**src/design/pe_defs.svh**
```systemverilog
`ifndef PE_DEFS_SVH
`define PE_DEFS_SVH

// array geometry
// rows carry one pixel lane each, columns one weight each
`define PE_ROWS 4
`define PE_COLS 4

// operand widths, both operands are two's complement
`define PE_X_BITS 8
`define PE_K_BITS 8

// accumulator width
// wide enough for many full-scale products of one group
`define PE_Y_BITS 24

// register stages from operand capture to the product
// the operand register counts as the first stage, so at least 2
`define PE_MUL_DELAY 3

`endif
```
**src/design/pe_pkg.sv**
```systemverilog
`include "pe_defs.svh"

package pe_pkg;

  // scalar data types, all signed
  typedef logic signed [`PE_X_BITS-1:0] pixel_t;
  typedef logic signed [`PE_K_BITS-1:0] weight_t;
  typedef logic signed [`PE_X_BITS+`PE_K_BITS-1:0] prod_t;
  typedef logic signed [`PE_Y_BITS-1:0] psum_t;

  // one value per row
  typedef pixel_t [`PE_ROWS-1:0] pixel_vec_t;
  typedef psum_t [`PE_ROWS-1:0] psum_vec_t;

  // output shifter slot occupancy
  typedef enum logic {
    SLOT_FREE,
    SLOT_FULL
  } slot_state_e;

  // column accumulator state
  // done means a finished sum waits for its output slot
  typedef enum logic {
    ACC_RUN,
    ACC_DONE
  } acc_state_e;

endpackage

```
**src/design/pe_array.sv**
```systemverilog
`include "pe_defs.svh"

module pe_array
  import pe_pkg::*;
(
  input  logic                          clk,
  input  logic                          resetn,
  input  logic      [`PE_COLS-1:0]      s_valid,
  input  logic      [`PE_COLS-1:0]      s_cin_last,
  input  pixel_vec_t                    s_pixels,
  input  weight_t   [`PE_COLS-1:0]      s_weights,
  input  logic                          s_pix_valid,
  output logic                          s_ready,
  input  logic                          m_ready,
  output logic                          m_valid,
  output logic                          m_last,
  output psum_vec_t                     m_data
);

  // one enable for the whole array
  logic array_en;

  // skewed pixels per column
  pixel_vec_t [`PE_COLS-1:0] col_pixels;
  logic       [`PE_COLS-1:0] col_pix_valid;

  // column results and the shifter handshake
  psum_vec_t  [`PE_COLS-1:0] acc_data;
  logic       [`PE_COLS-1:0] acc_done;
  logic       [`PE_COLS-1:0] take;

  // a beat is accepted whenever the array runs
  assign s_ready = array_en;

  pixel_skew pixel_skew_inst (
    .clk           (clk),
    .resetn        (resetn),
    .en            (array_en),
    .s_pixels      (s_pixels),
    .s_pix_valid   (s_pix_valid),
    .s_ready       (s_ready),
    .col_pixels    (col_pixels),
    .col_pix_valid (col_pix_valid)
  );

  // column valid needs both the weight side flag and a real pixel
  for (genvar c = 0; c < `PE_COLS; c++) begin : g_col
    mac_column mac_column_inst (
      .clk         (clk),
      .resetn      (resetn),
      .en          (array_en),
      .valid_in    (s_valid[c] && col_pix_valid[c]),
      .cin_last_in (s_cin_last[c]),
      .pixels      (col_pixels[c]),
      .weight      (s_weights[c]),
      .take        (take[c]),
      .acc_data    (acc_data[c]),
      .acc_done    (acc_done[c])
    );
  end

  out_shifter out_shifter_inst (
    .clk      (clk),
    .resetn   (resetn),
    .acc_data (acc_data),
    .acc_done (acc_done),
    .m_ready  (m_ready),
    .take     (take),
    .array_en (array_en),
    .m_data   (m_data),
    .m_valid  (m_valid),
    .m_last   (m_last)
  );

endmodule

```
**src/design/out_shifter.sv**
```systemverilog
`include "pe_defs.svh"

module out_shifter
  import pe_pkg::*;
(
  input  logic                          clk,
  input  logic                          resetn,
  input  psum_vec_t [`PE_COLS-1:0]      acc_data,
  input  logic      [`PE_COLS-1:0]      acc_done,
  input  logic                          m_ready,
  output logic      [`PE_COLS-1:0]      take,
  output logic                          array_en,
  output psum_vec_t                     m_data,
  output logic                          m_valid,
  output logic                          m_last
);

  // slot H is the head and feeds the output port
  localparam int H = `PE_COLS - 1;

  psum_vec_t   slot_data  [`PE_COLS];
  logic        slot_last  [`PE_COLS];
  slot_state_e slot_state [`PE_COLS];

  logic [`PE_COLS-1:0] free;
  logic [`PE_COLS-1:0] load_ok;
  logic [`PE_COLS-1:0] blocked;
  logic [`PE_COLS-1:0] load;
  logic [`PE_COLS-1:0] shift_in;
  logic [`PE_COLS-1:0] move_out;
  logic                head_move;

  assign m_valid   = (slot_state[H] == SLOT_FULL);
  assign m_data    = slot_data[H];
  assign m_last    = slot_last[H];
  assign head_move = m_valid && m_ready;

  for (genvar c = 0; c < `PE_COLS; c++) begin : g_slot
    // this slot and the next must be free
    // every slot to the left must be free too, so older words stay ahead
    localparam int TOP = (c == H) ? c : c + 1;

    slot_state_e left_state;
    psum_vec_t   left_data;
    logic        left_last;

    assign free[c]    = (slot_state[c] == SLOT_FREE);
    assign load_ok[c] = &free[TOP:0];
    assign blocked[c] = acc_done[c] && !load_ok[c];

    // a wave loads as a whole, a blocked higher column holds the lower ones back
    if (c == H) begin : g_head
      assign load[c]     = acc_done[c] && load_ok[c];
      assign move_out[c] = head_move;
    end else begin : g_body
      assign load[c]     = acc_done[c] && load_ok[c] && !(|blocked[H:c+1]);
      assign move_out[c] = shift_in[c+1];
    end

    // nothing enters slot 0 from the left
    if (c == 0) begin : g_first
      assign left_state = SLOT_FREE;
      assign left_data  = slot_data[c];
      assign left_last  = 1'b0;
    end else begin : g_next
      assign left_state = slot_state[c-1];
      assign left_data  = slot_data[c-1];
      assign left_last  = slot_last[c-1];
    end

    // pull from the left when empty or when the own word moves on
    assign shift_in[c] = !load[c] && (free[c] || move_out[c]);

    always_ff @(posedge clk) begin
      if (!resetn) begin
        slot_state[c] <= SLOT_FREE;
      end else if (load[c]) begin
        slot_state[c] <= SLOT_FULL;
      end else if (shift_in[c]) begin
        slot_state[c] <= left_state;
      end else if (move_out[c]) begin
        slot_state[c] <= SLOT_FREE;
      end
    end

    // column 0 closes the wave
    always_ff @(posedge clk) begin
      if (load[c]) begin
        slot_data[c] <= acc_data[c];
        slot_last[c] <= (c == 0);
      end else if (shift_in[c]) begin
        slot_data[c] <= left_data;
        slot_last[c] <= left_last;
      end
    end
  end

  assign take = load;

  // freeze everything while any finished sum has nowhere to go
  assign array_en = !(|(acc_done & ~load));

  a_head_hold: assert property (@(posedge clk) disable iff (!resetn)
    (m_valid && !m_ready) |=> (m_valid && $stable(m_data)))
    else $error("m_data changed while the output was stalled");

endmodule

```
**src/design/mac_column.sv**
```systemverilog
`include "pe_defs.svh"

module mac_column
  import pe_pkg::*;
(
  input  logic       clk,
  input  logic       resetn,
  input  logic       en,
  input  logic       valid_in,
  input  logic       cin_last_in,
  input  pixel_vec_t pixels,
  input  weight_t    weight,
  input  logic       take,
  output psum_vec_t  acc_data,
  output logic       acc_done
);

  localparam int DLY = `PE_MUL_DELAY;

  // operand stage
  pixel_vec_t pix_q;
  weight_t    wgt_q;

  // control delay line, bit DLY-1 lines up with the product
  logic [DLY-1:0] vld_dl;
  logic [DLY-1:0] last_dl;
  logic           mul_valid;
  logic           mul_last;

  // multiplier and its extra pipeline stages
  prod_t prod_comb [`PE_ROWS];
  prod_t prod_pipe [DLY-1][`PE_ROWS];

  // accumulator control
  psum_t      acc_next [`PE_ROWS];
  logic       bypass_sum;
  logic       acc_en;
  logic       close;
  acc_state_e acc_state;

  // weight and pixels are captured together on an accepted beat
  always_ff @(posedge clk) begin
    if (en) begin
      pix_q <= pixels;
      wgt_q <= weight;
    end
  end

  // valid and last travel beside the multiplier pipe
  always_ff @(posedge clk) begin
    if (!resetn) begin
      vld_dl  <= '0;
      last_dl <= '0;
    end else if (en) begin
      vld_dl  <= (vld_dl << 1) | DLY'(valid_in);
      last_dl <= (last_dl << 1) | DLY'(cin_last_in);
    end
  end

  assign mul_valid = vld_dl[DLY-1];
  assign mul_last  = last_dl[DLY-1];

  // one signed multiplier per row
  always_comb begin
    for (int r = 0; r < `PE_ROWS; r++) begin
      prod_comb[r] = $signed(pix_q[r]) * $signed(wgt_q);
    end
  end

  // several beats can be in flight here
  always_ff @(posedge clk) begin
    if (en) begin
      prod_pipe[0] <= prod_comb;
      for (int s = 1; s < DLY - 1; s++) begin
        prod_pipe[s] <= prod_pipe[s-1];
      end
    end
  end

  assign acc_en = en && mul_valid;
  assign close  = acc_en && mul_last;

  // first product of a group replaces the old sum instead of adding to it
  always_comb begin
    for (int r = 0; r < `PE_ROWS; r++) begin
      acc_next[r] = (bypass_sum ? psum_t'(0) : acc_data[r]) + psum_t'(prod_pipe[DLY-2][r]);
    end
  end

  always_ff @(posedge clk) begin
    if (acc_en) begin
      for (int r = 0; r < `PE_ROWS; r++) begin
        acc_data[r] <= acc_next[r];
      end
    end
  end

  // a closing product arms the bypass for the next group
  always_ff @(posedge clk) begin
    if (!resetn) begin
      bypass_sum <= 1'b1;
    end else if (acc_en) begin
      bypass_sum <= mul_last;
    end
  end

  // take can arrive while the array is frozen
  // a new closing product wins over take, the fresh sum is done again
  always_ff @(posedge clk) begin
    if (!resetn) begin
      acc_state <= ACC_RUN;
    end else if (close) begin
      acc_state <= ACC_DONE;
    end else if (take) begin
      acc_state <= ACC_RUN;
    end
  end

  assign acc_done = (acc_state == ACC_DONE);

  // the shifter must empty a done column before the next product lands
  a_no_overrun: assert property (@(posedge clk) disable iff (!resetn)
    (acc_en && acc_state == ACC_DONE) |-> take)
    else $error("product reached a done accumulator that was not taken");

endmodule

```
**src/design/pixel_skew.sv**
```systemverilog
`include "pe_defs.svh"

module pixel_skew
  import pe_pkg::*;
(
  input  logic                           clk,
  input  logic                           resetn,
  input  logic                           en,
  input  pixel_vec_t                     s_pixels,
  input  logic                           s_pix_valid,
  input  logic                           s_ready,
  output pixel_vec_t [`PE_COLS-1:0]      col_pixels,
  output logic       [`PE_COLS-1:0]      col_pix_valid
);

  // stage c holds the vector accepted c beats ago
  // column 0 works on the incoming beat directly, so stage 0 has no register
  pixel_vec_t skew_q [1:`PE_COLS-1];
  logic       valid_q [1:`PE_COLS-1];

  assign col_pixels[0]    = s_pixels;
  assign col_pix_valid[0] = s_pix_valid;

  for (genvar c = 1; c < `PE_COLS; c++) begin : g_stage

    // pixel chain, zero until the first beat has walked this far
    always_ff @(posedge clk) begin
      if (!resetn) begin
        skew_q[c] <= '0;
      end else if (en) begin
        skew_q[c] <= col_pixels[c-1];
      end
    end

    // valid follows the vector one column per enabled cycle
    // a vector that this column consumed without a successor is dropped
    always_ff @(posedge clk) begin
      if (!resetn) begin
        valid_q[c] <= 1'b0;
      end else if (en) begin
        valid_q[c] <= col_pix_valid[c-1];
      end else if (s_ready) begin
        valid_q[c] <= 1'b0;
      end
    end

    assign col_pixels[c]    = skew_q[c];
    assign col_pix_valid[c] = valid_q[c];

  end

endmodule

```
**config.mk**
```make
export PLATFORM = sky130hd
export DESIGN_NAME = pe_array
export DESIGN_NICKNAME = d
export VERILOG_FILES = /design/src/design/pe_pkg.sv /design/src/design/pe_array.sv /design/src/design/out_shifter.sv /design/src/design/mac_column.sv /design/src/design/pixel_skew.sv
export VERILOG_INCLUDE_DIRS = /design/src /design/src/design
export SDC_FILE = /design/constraint.sdc
export NUM_CORES = 2
export LEC_CHECK = 0
export BUFFER_PORTS_ARGS = -buffer_cell sky130_fd_sc_hd__buf_2
export CORE_MARGIN = 1.5
export CORE_UTILIZATION = 65
export DETAILED_ROUTE_END_ITERATION = 10
export PLACE_DENSITY = 0.83
export SETUP_SLACK_MARGIN = 0.5
export SYNTH_ARGS = -nofsm -noshare
export SYNTH_HDL_FRONTEND = slang
export SYNTH_SLANG_ARGS = --single-unit
```
**constraint.sdc**
```tcl
create_clock -name clk -period 28.9 [get_ports clk]
set_clock_uncertainty 0.1 [all_clocks]
set_input_delay 1.445 -clock clk [delete_from_list [all_inputs] [get_ports clk]]
set_output_delay 1.445 -clock clk [all_outputs]
set_load 0.05 [all_outputs]
```
# == Word level (Yosys, flattened, before mapping) ==
# Memories as Yosys holds them, arrays and structs flattened. A register that Yosys moved wholly into a read port is not among the register bits.
# Cells that the tools add are included.
# word_totals
mem_count,9
inputBits,76
regBits,544
out_inout_bits,99
mem_bits_rw,1003
wordCells,288
# mem_list
name,words,word_bits,read_ports,rd_ports_with_merged_regs,wr,line,source
out_shifter_inst.slot_data,4,96,4,0,4,out_shifter.sv:21,psum_vec_t slot_data [`PE_COLS];
g_col[0].mac_column_inst.prod_pipe,2,64,2,0,2,mac_column.sv:32,prod_t prod_pipe [DLY-1][`PE_ROWS];
g_col[1].mac_column_inst.prod_pipe,2,64,2,0,2,mac_column.sv:32,
g_col[2].mac_column_inst.prod_pipe,2,64,2,0,2,mac_column.sv:32,
g_col[3].mac_column_inst.prod_pipe,2,64,2,0,2,mac_column.sv:32,
pixel_skew_inst.skew_q,3,32,3,1,3,pixel_skew.sv:18,pixel_vec_t skew_q [1:`PE_COLS-1];
3 more memories,--,--,--,--,--,--,
# classes
bitwise,40
addsub,16
multipliers,16
mux,107
reduce_logical,52
# op_table
cell,count
$add 24x16->24,16
$mux 24,16
$mux 96,4
$mul 8x8->16,16
$mux 32,3
$mux 1,84
$logic_and 1x1->1,27
$or 1x1->1,26
$or 3x1->3,8
$logic_not 1->1,11
$reduce_bool 2->1,4
$and 4x4->4,1
$logic_or 1x1->1,4
$not 1->1,4
$not 4->4,1
$reduce_and 4->1,1
$reduce_or 4->1,1
$reduce_and 3->1,1
$reduce_or 3->1,1
$reduce_and 2->1,1
$reduce_or 2->1,1

# == Logic depth before layout (Yosys ltp) ==
# An unclocked memory read counts as a cell.
# logic_depth
depth_word,19
ltp_mapped,20
ltp_nobuf,19

# == Hierarchy ==
# From an unflattened synthesis, not the netlist that was laid out.
# hier_totals
hier_cells,9768
area_unflattened_um2,113411.3
# by_module_without_submodules
mod,n_inst,seq_area_each_um2,cells_each,area_per_inst_um2
mac_column at g_col[0].mac_column_inst,1,8087.8,2263,23880.4
mac_column at g_col[1].mac_column_inst,1,8087.8,2179,23557.6
mac_column at g_col[2].mac_column_inst,1,8087.8,2182,23393.7
mac_column at g_col[3].mac_column_inst,1,8087.8,2137,23166.0
out_shifter,1,11761.3,748,15416.0
pixel_skew,1,2972.9,255,3972.6
pe_array,1,0.0,4,25.0

# == Worst setup path after synthesis ==
# OpenSTA, ideal clock, no wires.
# synth_path
kind,flip-flop to output port
from,memory out_shifter_inst.slot_state[1][1] (netlist name)
to,output port s_ready
n_path_buf,2
t_required_ns,27.355
stages_incl_launch_ff,7
slack_ns,6.904
t_arrival_ns,20.451
path_cell_list,edfxtp_1 or3_1 o21ai_0 o21ai_1 inv_1 clkbuf_1 clkbuf_1
# synth_rtl
item,line,source
"start, declared",out_shifter.sv:23,slot_state_e slot_state [`PE_COLS];
"end, declared",pe_array.sv:13,"output logic s_ready,"

==> run metrics <==
CP endpoint kind=flop; vias=70.8k; fmax=0.171 GHz; outcome=finished, final reports clean; P_int=approximately 5.2 mW; switch share=31.8%; Lkg Pwr=approximately 53 nW; switching power=approximately 2.4 mW; initial antenna violation count=26; dpl ws=23.16 ns; Global Route Usage Sum=28.4%; Cells after DPL=around 12k; max-cap violations=0; post-place instance area=between 100000 and 150000 µm²; largest cells by area after synthesis=edfxtp_1 (42%), fa_1 (16%), ha_1 (9.4%), inv_1 (5.0%), and2_1 (3.9%); DR iter-0 viols=6732; Mapped Cells=between 9k and 10k; cells along the critical path=nand2_1 -> fa_1 -> inv_1 -> fa_1 -> inv_1 -> fa_1 -> fa_1 -> inv_1 -> ha_1 -> nor2b_1 -> o21ai_0 -> a21boi_0 -> o21ai_0 -> a21boi_0 -> o21ai_0 -> a21boi_0 -> nor4_1 -> a311o_1; later-pin clock latency in the skew report=about 0.83 ns; Initial Utilization=65.5%; PD cells=approximately 64 nW/µm²; CTS Hold Bufs=0; Worst-Margin Slew=approximately 1.3 ns; first-pass GRT wire length=387 mm; Tmin final=5.84 ns; Vias/cell=around 5.8; Gate power share=about 30%; post-synthesis sequential area ratio=42.4%; top-area cell type share of the netlist area=a little over two fifths; worst-path maximum fanout=32; Design Area, Final=~120000 µm²; Finished Core Util=a little under three quarters; pin count of the biggest net entering global routing=around 190; layout cells sized above 1=8.40%; Routed Antenna Nets=0; type of the worst setup path=flop to flop; peak supply drop=about 0.050 mV; FF+latch count, synth=~1.6k; drt pass-1 iters=8; CTS tree=yes; worst min path class=flop to flop; fin. max-slew vios=0; Tcrit/Tclk final=about a fifth; area growth from synthesis to final layout=8.12%; Crit path top cell by count=fa_1; Final Hold Slack=0.297 ns; setup violators final=0; Max Buffers Root-to-Sink=3; sequential share of power=approximately two fifths; detailed placement HPWL=179 mm; RSZ-0062 raised after global routing=false; Die Y=~420 µm; Slew headroom=between 10% and 20%; Final Hold Viols=0; num ports=175; GPL Wtd Cong=about 0.9; synth unique cells=around 80; Sink Count=roughly 1.6k; slowest CP cell=edfxtp_1; dominant synthesized flop cell=edfxtp_1; Row Count=roughly 150; CTS Buf Count=167; Multi-input gate area=57600 µm²; Root Buffer=clkbuf_16; H-tree Lvls=4; cell taking the most area after synthesis=edfxtp_1; cell area after synthesis=approximately 110000 µm²; input/output buffers=174; Yosys warnings=0; total grt overflow=0; DR WL/cell=around 20 µm; Filler Cell Count=approximately 11k; die area=between 150000 and 200000 µm²; startpoint types=flop; Synth async-reset ratio=0%; Worst Path Arrival=approximately 6.3 ns; synthesized net count=between 10k and 15k; setup_tns=0 ns; number of synthesized flops with an enable pin=around 1.5k; Tot Pwr=roughly 7.7 mW; final non-filler cell total=12.1k; Die W=between 400 and 500 µm; clock network fraction of total power=around 29%; cell family with most CP delay=adder cells; syn_area_per_cell=11.6 µm²; post_cts resized=0; CP peak stage delay=between 1 and 1.5 ns; Reg area=47100 µm²; CTS clk-pin slew, worst paths=0.06 ns; WP data required=~29 ns; Nets=about 12k; vias in the first global route=around 73k; Buf/Inv on CP=3; drt drc=0; setup repair bufs after CTS=0; area of the core=around 170000 µm²; routed wire length=243 mm; worst setup margin=around 23 ns
==> sequential cells by signal, indices dropped and copies added, names as in the netlist <==
signal	count
g_col.mac_column_inst.last_dl	12
out_shifter_inst.slot_state	4
g_col.mac_column_inst.bypass_sum	4
g_col.mac_column_inst.vld_dl	12
g_col.mac_column_inst.prod_pipe	512
pixel_skew_inst.skew_q	96
g_col.mac_column_inst.pix_q	128
pixel_skew_inst.valid_q	3
g_col.mac_column_inst.wgt_q	32
g_col.mac_column_inst.acc_data	384
g_col.mac_column_inst.acc_done	4
out_shifter_inst.slot_last	4
out_shifter_inst.slot_data	384
==> area by class of cell <==
class | instances | share of cell area, %
Sequential cell | 1579 | 39.2
Clock inverter | 122 | 1.10
Antenna cell | 4 | 0.00834
Clock buffer | 190 | 3.58
Multi-Input combinational cell | 6271 | 48.0
Tap cell | 2218 | 2.31
Inverter | 1486 | 4.66
Timing Repair Buffer | 236 | 1.14
==> synthesized netlist by cell type (33+ instances only) <==
| cell type | number |
|---|---|
| nand2b_1 | 68 |
| fa_1 | 896 |
| and3_1 | 128 |
| nand3_1 | 97 |
| a21o_1 | 161 |
| nand2_1 | 519 |
| o21bai_1 | 57 |
| inv_1 | 1484 |
| a21boi_0 | 54 |
| edfxtp_1 | 1546 |
| a21oi_1 | 344 |
| xnor2_1 | 453 |
| ha_1 | 832 |
| o21a_1 | 65 |
| nor3_1 | 80 |
| and2_1 | 690 |
| clkbuf_1 | 209 |
| nor2_1 | 355 |
| mux2_2 | 300 |
| nor2b_1 | 510 |
| dfxtp_1 | 33 |
| o21ai_0 | 218 |
| xor2_1 | 91 |
==> power groups by stage <==
| stage | Combinational (mW) | Sequential [mW] | Clock, mW |
|---|---|---|---|
| 2_1_floorplan | 1.82 | 3.10 | 0 |
| 3_3_place_gp | 2.14 | 3.20 | 0 |
| 3_5_place_dp | 2.27 | 3.21 | 0 |
| 4_1_cts | 2.31 | 3.17 | 2.24 |
| 5_1_grt | 2.62 | 3.20 | 2.32 |
| 6_report | 2.32 | 3.17 | 2.21 |
==> logic make-up (layout without fill, tap and decap cells) <==
logic type	after synthesis	after routing	synth area share (%)
simple gates	2551	2551	12.3
fa+ha+maj	1728	1728	25.5
buf+inv	1706	2034	5.77
flops	1579	1579	42.4
compound gates	1141	1141	6.63
xor+xnor	544	544	4.29
mux	307	307	3.10
other cells	0	4	0
==> per-layer routing <==
| layer | up-vias | share of wire (%) | wire length, µm | GRT usage (%) |
|---|---|---|---|---|
| li1 | 32400 | - | - | - |
| met2 | 2780 | 47 | 115000 | 46.1 |
| met1 | 35100 | 42 | 102000 | 39.9 |
| met4 | 8 | 2.8 | 6770 | 8.55 |
| met3 | 519 | 8.1 | 19800 | 4.20 |
| met5 | - | 0.024 | 59 | 0 |
==> worst register-to-register path, cell delays in order (launching register included) <==
cell,delay (ns)
edfxtp_1,1.20
nand2_1,0.18
fa_1,0.44
inv_1,0.07
fa_1,0.41
inv_1,0.09
fa_1,0.43
fa_1,0.52
inv_1,0.06
ha_1,0.32
nor2b_1,0.13
o21ai_0,0.10
a21boi_0,0.27
o21ai_0,0.14
a21boi_0,0.24
o21ai_0,0.13
a21boi_0,0.33
nor4_1,0.09
a311o_1,0.32
==> cells in the final DEF (no fill, tap or decap), types with 16 or more instances in the layout <==
cell,Yosys,layout
nand4_1,18,18
xnor2_1,453,453
o21ai_0,218,218
o21bai_1,57,57
clkbuf_1,209,21
buf_4,0,61
clkinv_1,2,39
a221oi_1,17,17
nor4_1,16,16
dfxtp_1,33,29
xor2_1,91,91
fa_1,896,896
a21oi_1,344,343
nand2b_1,68,68
nor3_1,80,80
bufinv_16,0,20
a211oi_1,31,31
nand3_1,97,97
nor2b_1,510,510
edfxtp_1,1546,1546
nand2_1,519,516
clkinv_2,0,21
a31oi_1,31,31
clkbuf_16,0,168
o2111ai_1,18,18
o21a_1,65,65
o211ai_1,30,30
inv_1,1484,1480
ha_1,832,832
mux2_2,300,300
and3_1,128,128
buf_2,5,173
a21boi_0,54,53
a21o_1,161,161
and2_1,690,686
nor2_1,355,355
or3_1,19,19
==> path summary, 6_finish.rpt <==
check,startpoint,end,slack (ns),cells past startpoint
max,g_col[0].mac_column_inst.wgt_q[3]$_DFFE_PP_,g_col[0].mac_column_inst.prod_pipe[0][62]$_DFFE_PP_,23.06,18
min,g_col[0].mac_column_inst.prod_pipe[0][33]$_DFFE_PP_,g_col[0].mac_column_inst.prod_pipe[0][97]$_DFFE_PP_,0.30,0
max reg2reg,g_col[0].mac_column_inst.wgt_q[3]$_DFFE_PP_,g_col[0].mac_column_inst.prod_pipe[0][62]$_DFFE_PP_,23.06,18
min reg2reg,g_col[0].mac_column_inst.prod_pipe[0][33]$_DFFE_PP_,g_col[0].mac_column_inst.prod_pipe[0][97]$_DFFE_PP_,0.30,0
Power figures use the tool's default switching activity.
